$ cat src/logic/ecc_pkg.sv
package ecc_pkg;

    localparam int DATA_WIDTH   = 122;
    localparam int PARITY_WIDTH = 9;

    typedef logic [DATA_WIDTH-1:0]              data_t;
    typedef logic [PARITY_WIDTH-1:0]            parity_t;
    typedef logic [PARITY_WIDTH+DATA_WIDTH-1:0] codeword_t;   // check bits above the data

    // data bits fill the codeword positions from 3 upward that are not powers of two,
    // so bits 0 to 119 sit below 128 and bits 120 and 121 land on 129 and 130
    function automatic parity_t data_column(input int idx);
        logic [PARITY_WIDTH-2:0] pos;
        int                      rank;
        int                      p;
        pos  = '0;
        rank = 0;
        for (p = 3; p < 2 ** (PARITY_WIDTH - 1); p++) begin
            if ((p & (p - 1)) != 0) begin   // power-of-two positions belong to check bits
                if (rank == idx) begin
                    pos = p[PARITY_WIDTH-2:0];
                end
                rank++;
            end
        end
        // top bit makes every column odd weight, which keeps double errors
        // apart from single ones
        return {~^pos, pos};
    endfunction

    function automatic parity_t ecc_encode(input data_t data);
        parity_t p;
        int      i;
        p = '0;
        for (i = 0; i < DATA_WIDTH; i++) begin
            if (data[i]) begin
                p = p ^ data_column(i);
            end
        end
        return p;
    endfunction

endpackage

$ cat src/logic/codeword_fifo.sv
`timescale 1ns/100ps

module codeword_fifo #(
    parameter int FIFO_DEPTH = 4
) (
    input  logic               clk,
    input  logic               rst,
    input  logic               enc_valid,
    input  logic               enc_bypass,
    input  ecc_pkg::codeword_t enc_codeword,
    output logic               enc_ready,
    output logic               fifo_valid,
    output logic               fifo_bypass,
    output ecc_pkg::codeword_t fifo_codeword,
    input  logic               fifo_ready
);

    localparam int PTR_WIDTH   = (FIFO_DEPTH > 1) ? $clog2(FIFO_DEPTH) : 1;
    localparam int COUNT_WIDTH = $clog2(FIFO_DEPTH + 1);

    localparam logic [PTR_WIDTH-1:0]   LAST_SLOT  = PTR_WIDTH'(FIFO_DEPTH - 1);
    localparam logic [COUNT_WIDTH-1:0] FULL_COUNT = COUNT_WIDTH'(FIFO_DEPTH);

    ecc_pkg::codeword_t     code_mem   [FIFO_DEPTH];
    logic                   bypass_mem [FIFO_DEPTH];
    logic [PTR_WIDTH-1:0]   wr_ptr;
    logic [PTR_WIDTH-1:0]   rd_ptr;
    logic [COUNT_WIDTH-1:0] count;
    logic                   wr_en;
    logic                   rd_en;

    assign enc_ready  = (count != FULL_COUNT);
    assign fifo_valid = (count != '0);
    assign wr_en      = enc_valid && enc_ready;
    assign rd_en      = fifo_valid && fifo_ready;

    // read side looks at the head slot only, a word written this cycle shows up next cycle
    assign fifo_codeword = code_mem[rd_ptr];
    assign fifo_bypass   = bypass_mem[rd_ptr];

    always_ff @(posedge clk) begin
        if (wr_en) begin
            code_mem[wr_ptr]   <= enc_codeword;
            bypass_mem[wr_ptr] <= enc_bypass;
        end
    end

    always_ff @(posedge clk) begin
        if (rst) begin
            wr_ptr <= '0;
            rd_ptr <= '0;
            count  <= '0;
        end else begin
            if (wr_en) begin
                wr_ptr <= (wr_ptr == LAST_SLOT) ? '0 : wr_ptr + 1'b1;
            end
            if (rd_en) begin
                rd_ptr <= (rd_ptr == LAST_SLOT) ? '0 : rd_ptr + 1'b1;
            end
            case ({wr_en, rd_en})
                2'b10:   count <= count + 1'b1;
                2'b01:   count <= count - 1'b1;
                default: count <= count;   // both or neither leave occupancy as is
            endcase
        end
    end

endmodule

$ cat config.mk
export PLATFORM = sky130hd
export DESIGN_NAME = codeword_fifo
export DESIGN_NICKNAME = d
export VERILOG_FILES = /design/src/logic/ecc_pkg.sv /design/src/logic/codeword_fifo.sv
export SDC_FILE = /design/constraint.sdc
export NUM_CORES = 1
export LEC_CHECK = 0
export ABC_AREA = 1
export BUFFER_PORTS_ARGS = -buffer_cell sky130_fd_sc_hd__buf_4
export CAP_MARGIN = 40
export CORE_AREA = 2 2 286 288
export DETAILED_ROUTE_END_ITERATION = 8
export DIE_AREA = 0 0 288 290
export PLACE_DENSITY = 0.44
export SYNTH_ARGS = -nofsm -noshare
export SYNTH_HDL_FRONTEND = slang
export SYNTH_SLANG_ARGS = --single-unit
$ cat constraint.sdc
create_clock -name clk -period 6.8 [get_ports clk]
set_input_delay 0.68 -clock clk [delete_from_list [all_inputs] [get_ports clk]]
set_output_delay 0.68 -clock clk [all_outputs]
set_load 0.1 [all_outputs]
==> qor.csv, run 1 <==
stage;metric;value;unit
run_status;status;complete, no violations;
placed_design;place_congestion;0.720;
sta;finalCriticalPeriod;4.14;ns
detailed_routing;vias_per_cell;4.36;
placed_design;hpwl;27100;µm
layout;n_fill_cell;7949;
sta;fmax;242;MHz
worst_hold_path;hold_depth;1;
sta;setup_tns;0;ns
logic_synthesis;synth_cell_types;19;
layout;drive_gt1_frac;0.231;
layout;seq_area;0.0160;mm²
clock_tree;cts_resized;0;
detailed_routing;vias;11855;
clock_tree;cts.clk_slew.worst_paths;0.06;ns
floorplanning;die-area;0.0835;mm²
clock_tree;cts_root_buf;clkbuf_16;
worst_setup_path;cp_cell_sequence;buf_4 -> buf_4 -> o21ai_0 -> o22ai_1 -> buf_4;
sta;hold_viol;0;
logic_synthesis;synthesis.area;0.0200;mm²
sta;setup_ws;2.66;ns
grt;first_global_vias;11886;
grt;grt_max_degree;136;
clock_tree;clkSinkCount;537;
worst_setup_path;cp.depth;5;
layout;design_area;0.0252;mm²
logic_synthesis;synthesis.nets;1489;
sta;fin_worst_skew;0.0126;ns
detailed_routing;ant_nets;0;
layout;syn_to_final_growth;26.1;%
worst_setup_path;worstPathArrival;3.46;ns
placed_design;io_buffers;269;
sta;tightestPinTransition;0.959;ns
grt;grt.overflow.total;0;
sta;timing.hold.ws;0.279;ns
worst_setup_path;worst_setup_path_end_kind;primary output;
floorplanning;die_x;288;µm
detailed_routing;wl;49800;µm
sta;finalSetupViolCount;0;
floorplanning;start_util;0.250;
worst_setup_path;critPathTopFamily;buffers and inverters;
placed_design;place_area;0.0232;mm²
worst_setup_path;path_common_cell;buf_4;
worst_setup_path;crit_type;flip-flop to primary output;
grt;antenna_found_initial;3;
grt;grt_usage;0.115;
sta;finalCritPeriodShare;0.609;
logic_synthesis;syn_inst;1346;
sta;slew_viol_final;0;
grt;grt_pass1_wl;73400;µm
flow_run;drv_cap;0;
floorplanning;rows;104;
worst_setup_path;worst-path-buf-inv;3;
logic_synthesis;ys_ff_latch;537;
worst_setup_path;rr_worst_depth;5;
clock_tree;cts_inserted_buffers;60;
detailed_routing;drt_pre_antenna_iters;4;
clock_tree;cts_tree;built;
detailed_routing;drc;0;
floorplanning;pin_count;270;
worst_setup_path;required;6.12;ns
clock_tree;postCtsSetupBuffers;0;
clock_tree;cts_hold_buf;0;
worst_setup_path;critPathMaxFanout;68;
layout;fin_nets;1752;
detailed_routing;wire_per_inst;18.3;µm
floorplanning;die_y;290;µm
sta;rsz0062_at_grt;false;
floorplanning;core-area;0.0802;mm²
worst_setup_path;slowest_stage;dfxtp_4;
detailed_routing;drtIter0Drc;536;
layout;multi_input_comb_area;0.00342;mm²
logic_synthesis;yosysSeqAreaShare;0.802;
worst_setup_path;critPathMaxStageDelay;0.67;ns
logic_synthesis;syn_area_per_cell;14.9;µm²
placed_design;dp_slack;3.24;ns
worst_setup_path;startpoint_type;flip-flop;
sta;relSlewSlack;0.361;
clock_tree;htree_levels;2;
clock_tree;clockBufferDepth;3;
logic_synthesis;ys.warnings.count;0;
worst_hold_path;hp-class;input pin to flip-flop;
clock_tree;clk_latency;0.60;ns
worst_setup_path;regToRegSetupSlack;4.02;ns
[sequential cells by signal, indices dropped and copies added (netlist names), named ones only]
name / count
count: 3
wr_ptr: 2
bypass_mem: 4
rd_ptr: 2
code_mem: 524
[worst paths after layout]
kind                                             from                        end
worst max register to register  count[1]$_SDFFE_PP0P_  code_mem[2][91]$_DFFE_PP_
worst min register to register  count[0]$_SDFFE_PP0P_      count[0]$_SDFFE_PP0P_
worst max-delay path                        flip-flop          fifo_codeword[93]
worst min-delay path                 enc_codeword[57]  code_mem[2][57]$_DFFE_PP_
[cells in the mapped netlist, drive strengths merged]
cell type	count	area (µm²)
nand3b	2	15.0
a21oi	4	20.0
nand2	14	52.6
nand4	1	6.26
buf	56	390
dfxtp	9	180
ha	6	75.1
nand3	1	5.00
inv	18	67.6
o21ai	266	1330
o22ai	132	826
fa	1	20.0
clkbuf	30	113
nor2	278	1040
edfxtp	528	15900
[cells by family (layout without fill, tap and decap cells)]
logic type,after synthesis,after routing,synth area share
adder cells (fa/ha/maj),7,7,0.00475
buffers and inverters,104,415,0.0285
other,0,1,0
flip-flops,537,537,0.802
AND/OR/NAND/NOR,296,296,0.0561
AO/OA/AOI/OAI,402,402,0.109
[stage by stage]
step | cells | util
finish | 2718 | 0.315
detailed placement | 2607 | 0.289
floorplan | 1346 | -
CTS | 2717 | 0.315
global route | 2717 | 0.315
global placement | 2602 | 0.288
[final cells by class]
| cell class | count | share of cell area |
|---|---|---|
| clock buffers | 72 | 0.0634 |
| diodes | 1 | 0.0000992 |
| flip-flops and latches | 537 | 0.636 |
| multi-input cells | 705 | 0.136 |
| repair buffers | 287 | 0.0924 |
| inverters | 18 | 0.00308 |
| clock inverters | 38 | 0.0164 |
| well taps | 1060 | 0.0526 |
[layout by cell type (no fill, tap or decap), drive strengths merged]
cell type,count
edfxtp,528
buf,287
nor2,278
o21ai,266
o22ai,132
clkbuf,72
clkinv,24
inv,18
nand2,14
bufinv,9
dfxtp,9
ha,6
clkinvlp,5
a21oi,4
nand3b,2
diode,1
nand3,1
nand4,1
fa,1
[metal layers]
metal / part of all wire / GRT usage / vias to the layer above
met5: 0.00080 / 0 / -
met4: 0.022 / 0.0302 / 6
met3: 0.082 / 0.0421 / 79
met2: 0.46 / 0.187 / 271
met1: 0.43 / 0.144 / 5868
li1: - / - / 5631
[worst register-to-register path, delay by kind of cell (launching register included)]
kind | cells | cell delay (ns)
flops | 1 | 0.36
buf+inv | 1 | 0.77
simple gates | 4 | 1.23
Power of run 1 is not shown: default switching activity piles up to over one toggle a cycle in this logic, so the estimate is an artifact.
==> run 2: changes to the inputs <==
--- a/config.mk
+++ b/config.mk
@@ -11,7 +11,7 @@
 export CORE_AREA = 2 2 286 288
 export DETAILED_ROUTE_END_ITERATION = 8
 export DIE_AREA = 0 0 288 290
-export PLACE_DENSITY = 0.44
+export PLACE_DENSITY = 0.43
 export SYNTH_ARGS = -nofsm -noshare
 export SYNTH_HDL_FRONTEND = slang
 export SYNTH_SLANG_ARGS = --single-unit
==> constraint.sdc (replaced) <==
create_clock -name clk -period 4.1 [get_ports clk]
set_input_delay 0.41 -clock clk [delete_from_list [all_inputs] [get_ports clk]]
set_output_delay 0.41 -clock clk [all_outputs]
set_load 0.1 [all_outputs]
==> run 2 against run 1 <==
Cell area increased by 4.6%; first-iteration DRC count rose by 31%; clock-buffer cell count grew 2; global-route usage increased by 1.0 points; wire length is 6.1% higher; register-to-register slack lost 2.3 ns; hold slack worse by 0.19 ns.
==> qor.csv, run 2 (synthesized netlist as in run 1, its figures left out) <==
stage;metric;value;unit;change
detailed_routing;drc;0;;unchanged
run_status;status;complete, no violations;;unchanged
clock_tree;cts_tree;built;;unchanged
worst_setup_path;critPathMaxFanout;111;;was 68
detailed_routing;wire_per_inst;18.5;µm;was 18.3 µm
placed_design;io_buffers;269;;unchanged
floorplanning;rows;104;;unchanged
worst_setup_path;worstReg2RegEnd;code_mem[0][72]$_DFFE_PP_;;was code_mem[2][91]$_DFFE_PP_
sta;hold_viol;0;;unchanged
detailed_routing;drtIter0Drc;702;;was 536
layout;largest_reg_flops;524;;unchanged
sta;tightestPinTransition;0.840;ns;was 0.959 ns
placed_design;hpwl;28400;µm;was 27100 µm
clock_tree;cts_root_buf;clkbuf_16;;unchanged
floorplanning;die-area;0.0835;mm²;unchanged
placed_design;dp_cells;2612;;was 2607
layout;diodes;0;;was 1
sta;fin_worst_skew;0.0157;ns;was 0.0126 ns
layout;drive_gt1_frac;0.213;;was 0.231
worst_hold_path;hold_start;enc_valid;;was enc_codeword[57]
worst_setup_path;critPathTopFamily;buffers and inverters;;unchanged
sta;finalCriticalPeriod;3.21;ns;
grt;first_global_vias;12950;;was 11886
grt;grt.overflow.total;0;;unchanged
sta;slew_viol_final;0;;unchanged
worst_setup_path;critPathMaxStageDelay;0.59;ns;was 0.67 ns
sta;timing.hold.ws;0.0854;ns;was 0.279 ns
clock_tree;htree_levels;2;;unchanged
grt;grt_usage;0.125;;was 0.115
sta;fmax;311;MHz;
clock_tree;clockBufferDepth;3;;unchanged
placed_design;dp_slack;1.48;ns;was 3.24 ns
worst_setup_path;crit_type;flip-flop to primary output;;unchanged
sta;finalCritPeriodShare;0.784;;
grt;grt_pass1_wl;79700;µm;was 73400 µm
layout;syn_to_final_growth;31.9;%;was 26.1%
floorplanning;die_y;290;µm;unchanged
layout;reg.largest.list;code_mem: 524 flops, bypass_mem: 4 flops, count: 3 flops;;unchanged
placed_design;place_congestion;0.708;;was 0.720
worst_setup_path;required;3.69;ns;was 6.12 ns
sta;relSlewSlack;0.440;;was 0.361
flow_run;drv_cap;0;;unchanged
floorplanning;die_x;288;µm;unchanged
worst_setup_path;regToRegSetupSlack;1.74;ns;was 4.02 ns
grt;antenna_found_initial;4;;was 3
layout;final_common_cell;edfxtp_1;;unchanged
clock_tree;cts.clk_slew.worst_paths;0.06;ns;about the same
layout;layout_common_cells;528 x edfxtp_1, 278 x buf_4, 274 x nor2_1;;was 528 x edfxtp_1, 276 x buf_4, 274 x nor2_1
detailed_routing;vias_per_cell;4.35;;was 4.36
clock_tree;clkSinkCount;537;;unchanged
sta;rsz0062_at_grt;false;;unchanged
floorplanning;pin_count;270;;unchanged
worst_hold_path;hold_end;wr_ptr[1]$_SDFFE_PP0P_;;was code_mem[2][57]$_DFFE_PP_
detailed_routing;vias;12432;;was 11855
floorplanning;core-area;0.0802;mm²;unchanged
worst_setup_path;timing.rr.start;count[1]$_SDFFE_PP0P_;;unchanged
grt;grt_max_degree;137;;was 136
clock_tree;cts_inserted_buffers;60;;unchanged
worst_setup_path;startpoint_type;flip-flop;;unchanged
clock_tree;clk_latency;0.62;ns;was 0.60 ns
worst_hold_path;hold_depth;3;;was 1
worst_setup_path;cp_cell_sequence;inv_8 -> buf_12 -> nor2_1 -> o22ai_1 -> buf_4;;was buf_4 -> buf_4 -> o21ai_0 -> o22ai_1 -> buf_4
sta;finalSetupViolCount;0;;unchanged
worst_setup_path;rr_worst_depth;5;;unchanged
worst_setup_path;worst_setup_path_end_kind;primary output;;unchanged
clock_tree;postCtsSetupBuffers;0;;unchanged
layout;finalNonFillerCells;2856;;was 2718
layout;fin_nets;1889;;was 1752
floorplanning;start_util;0.250;;unchanged
worst_setup_path;worst-path-buf-inv;3;;unchanged
worst_setup_path;worstPathArrival;2.80;ns;was 3.46 ns
detailed_routing;drt_pre_antenna_iters;5;;was 4
detailed_routing;wl;52900;µm;was 49800 µm
worst_setup_path;slowest_stage;inv_8;;was dfxtp_4
worst_hold_path;hp-class;input pin to flip-flop;;unchanged
layout;regMostFlops;code_mem;;unchanged
sta;setup_ws;0.887;ns;was 2.66 ns
detailed_routing;ant_nets;0;;unchanged
[run 2: worst register-to-register path, stage by stage, from the launching register on]
cell and delay (ns):
dfxtp_1 0.35, nor2_1 0.07, nand2_1 0.14, nand2_1 0.31, nor2_4 0.59, buf_12 0.45
[run 2: per-layer routing]
layer	global-route usage	part of all wire	vias up
li1	-	-	5902
met2	0.200	0.46	262
met3	0.0348	0.059	78
met4	0.0298	0.021	8
met5	0	0.0010	-
met1	0.168	0.46	6182
[run 2: how the worst max path moves through the flow]
stage	slack, ns	depth (start not counted)	startpoint	endpoint
6_report	0.89	5	flip-flop	fifo_codeword[32]
5_1_grt	0.68	5	flip-flop	fifo_codeword[57]
4_1_cts	0.79	5	flip-flop	fifo_codeword[57]
3_5_place_dp	1.48	5	flip-flop	fifo_codeword[57]
3_3_place_gp	1.51	5	flip-flop	fifo_codeword[56]
2_1_floorplan	-1.33	4	count[1]$_SDFFE_PP0P_	bypass_mem[3]$_DFFE_PP_
[run 2: metrics by stage]
stage / area, µm² / setup TNS [ns] / utilization
floorplan: 20000 / -701.85 / -
global placement: 23200 / 0 / 0.290
detailed placement: 23200 / 0 / 0.290
CTS: 26400 / 0 / 0.329
global route: 26400 / 0 / 0.329
finish: 26400 / 0 / 0.329
[run 2: what timing repair did]
item                                   in CTS  in global routing
endpoints found under the hold margin     528                  0
resized for setup                           0                  0
hold buffers                              132                  0
[run 2: layout make-up]
cell class | count | area (µm²)
fill | 7944 | 53800
sequential | 537 | 16000
timing repair buffer | 424 | 3700
multi-input combinational | 705 | 3420
clock buffer | 74 | 1580
tap | 1060 | 1330
clock inverter | 38 | 245
inverter | 18 | 77.6
Power of run 2 is left out for the same reason.
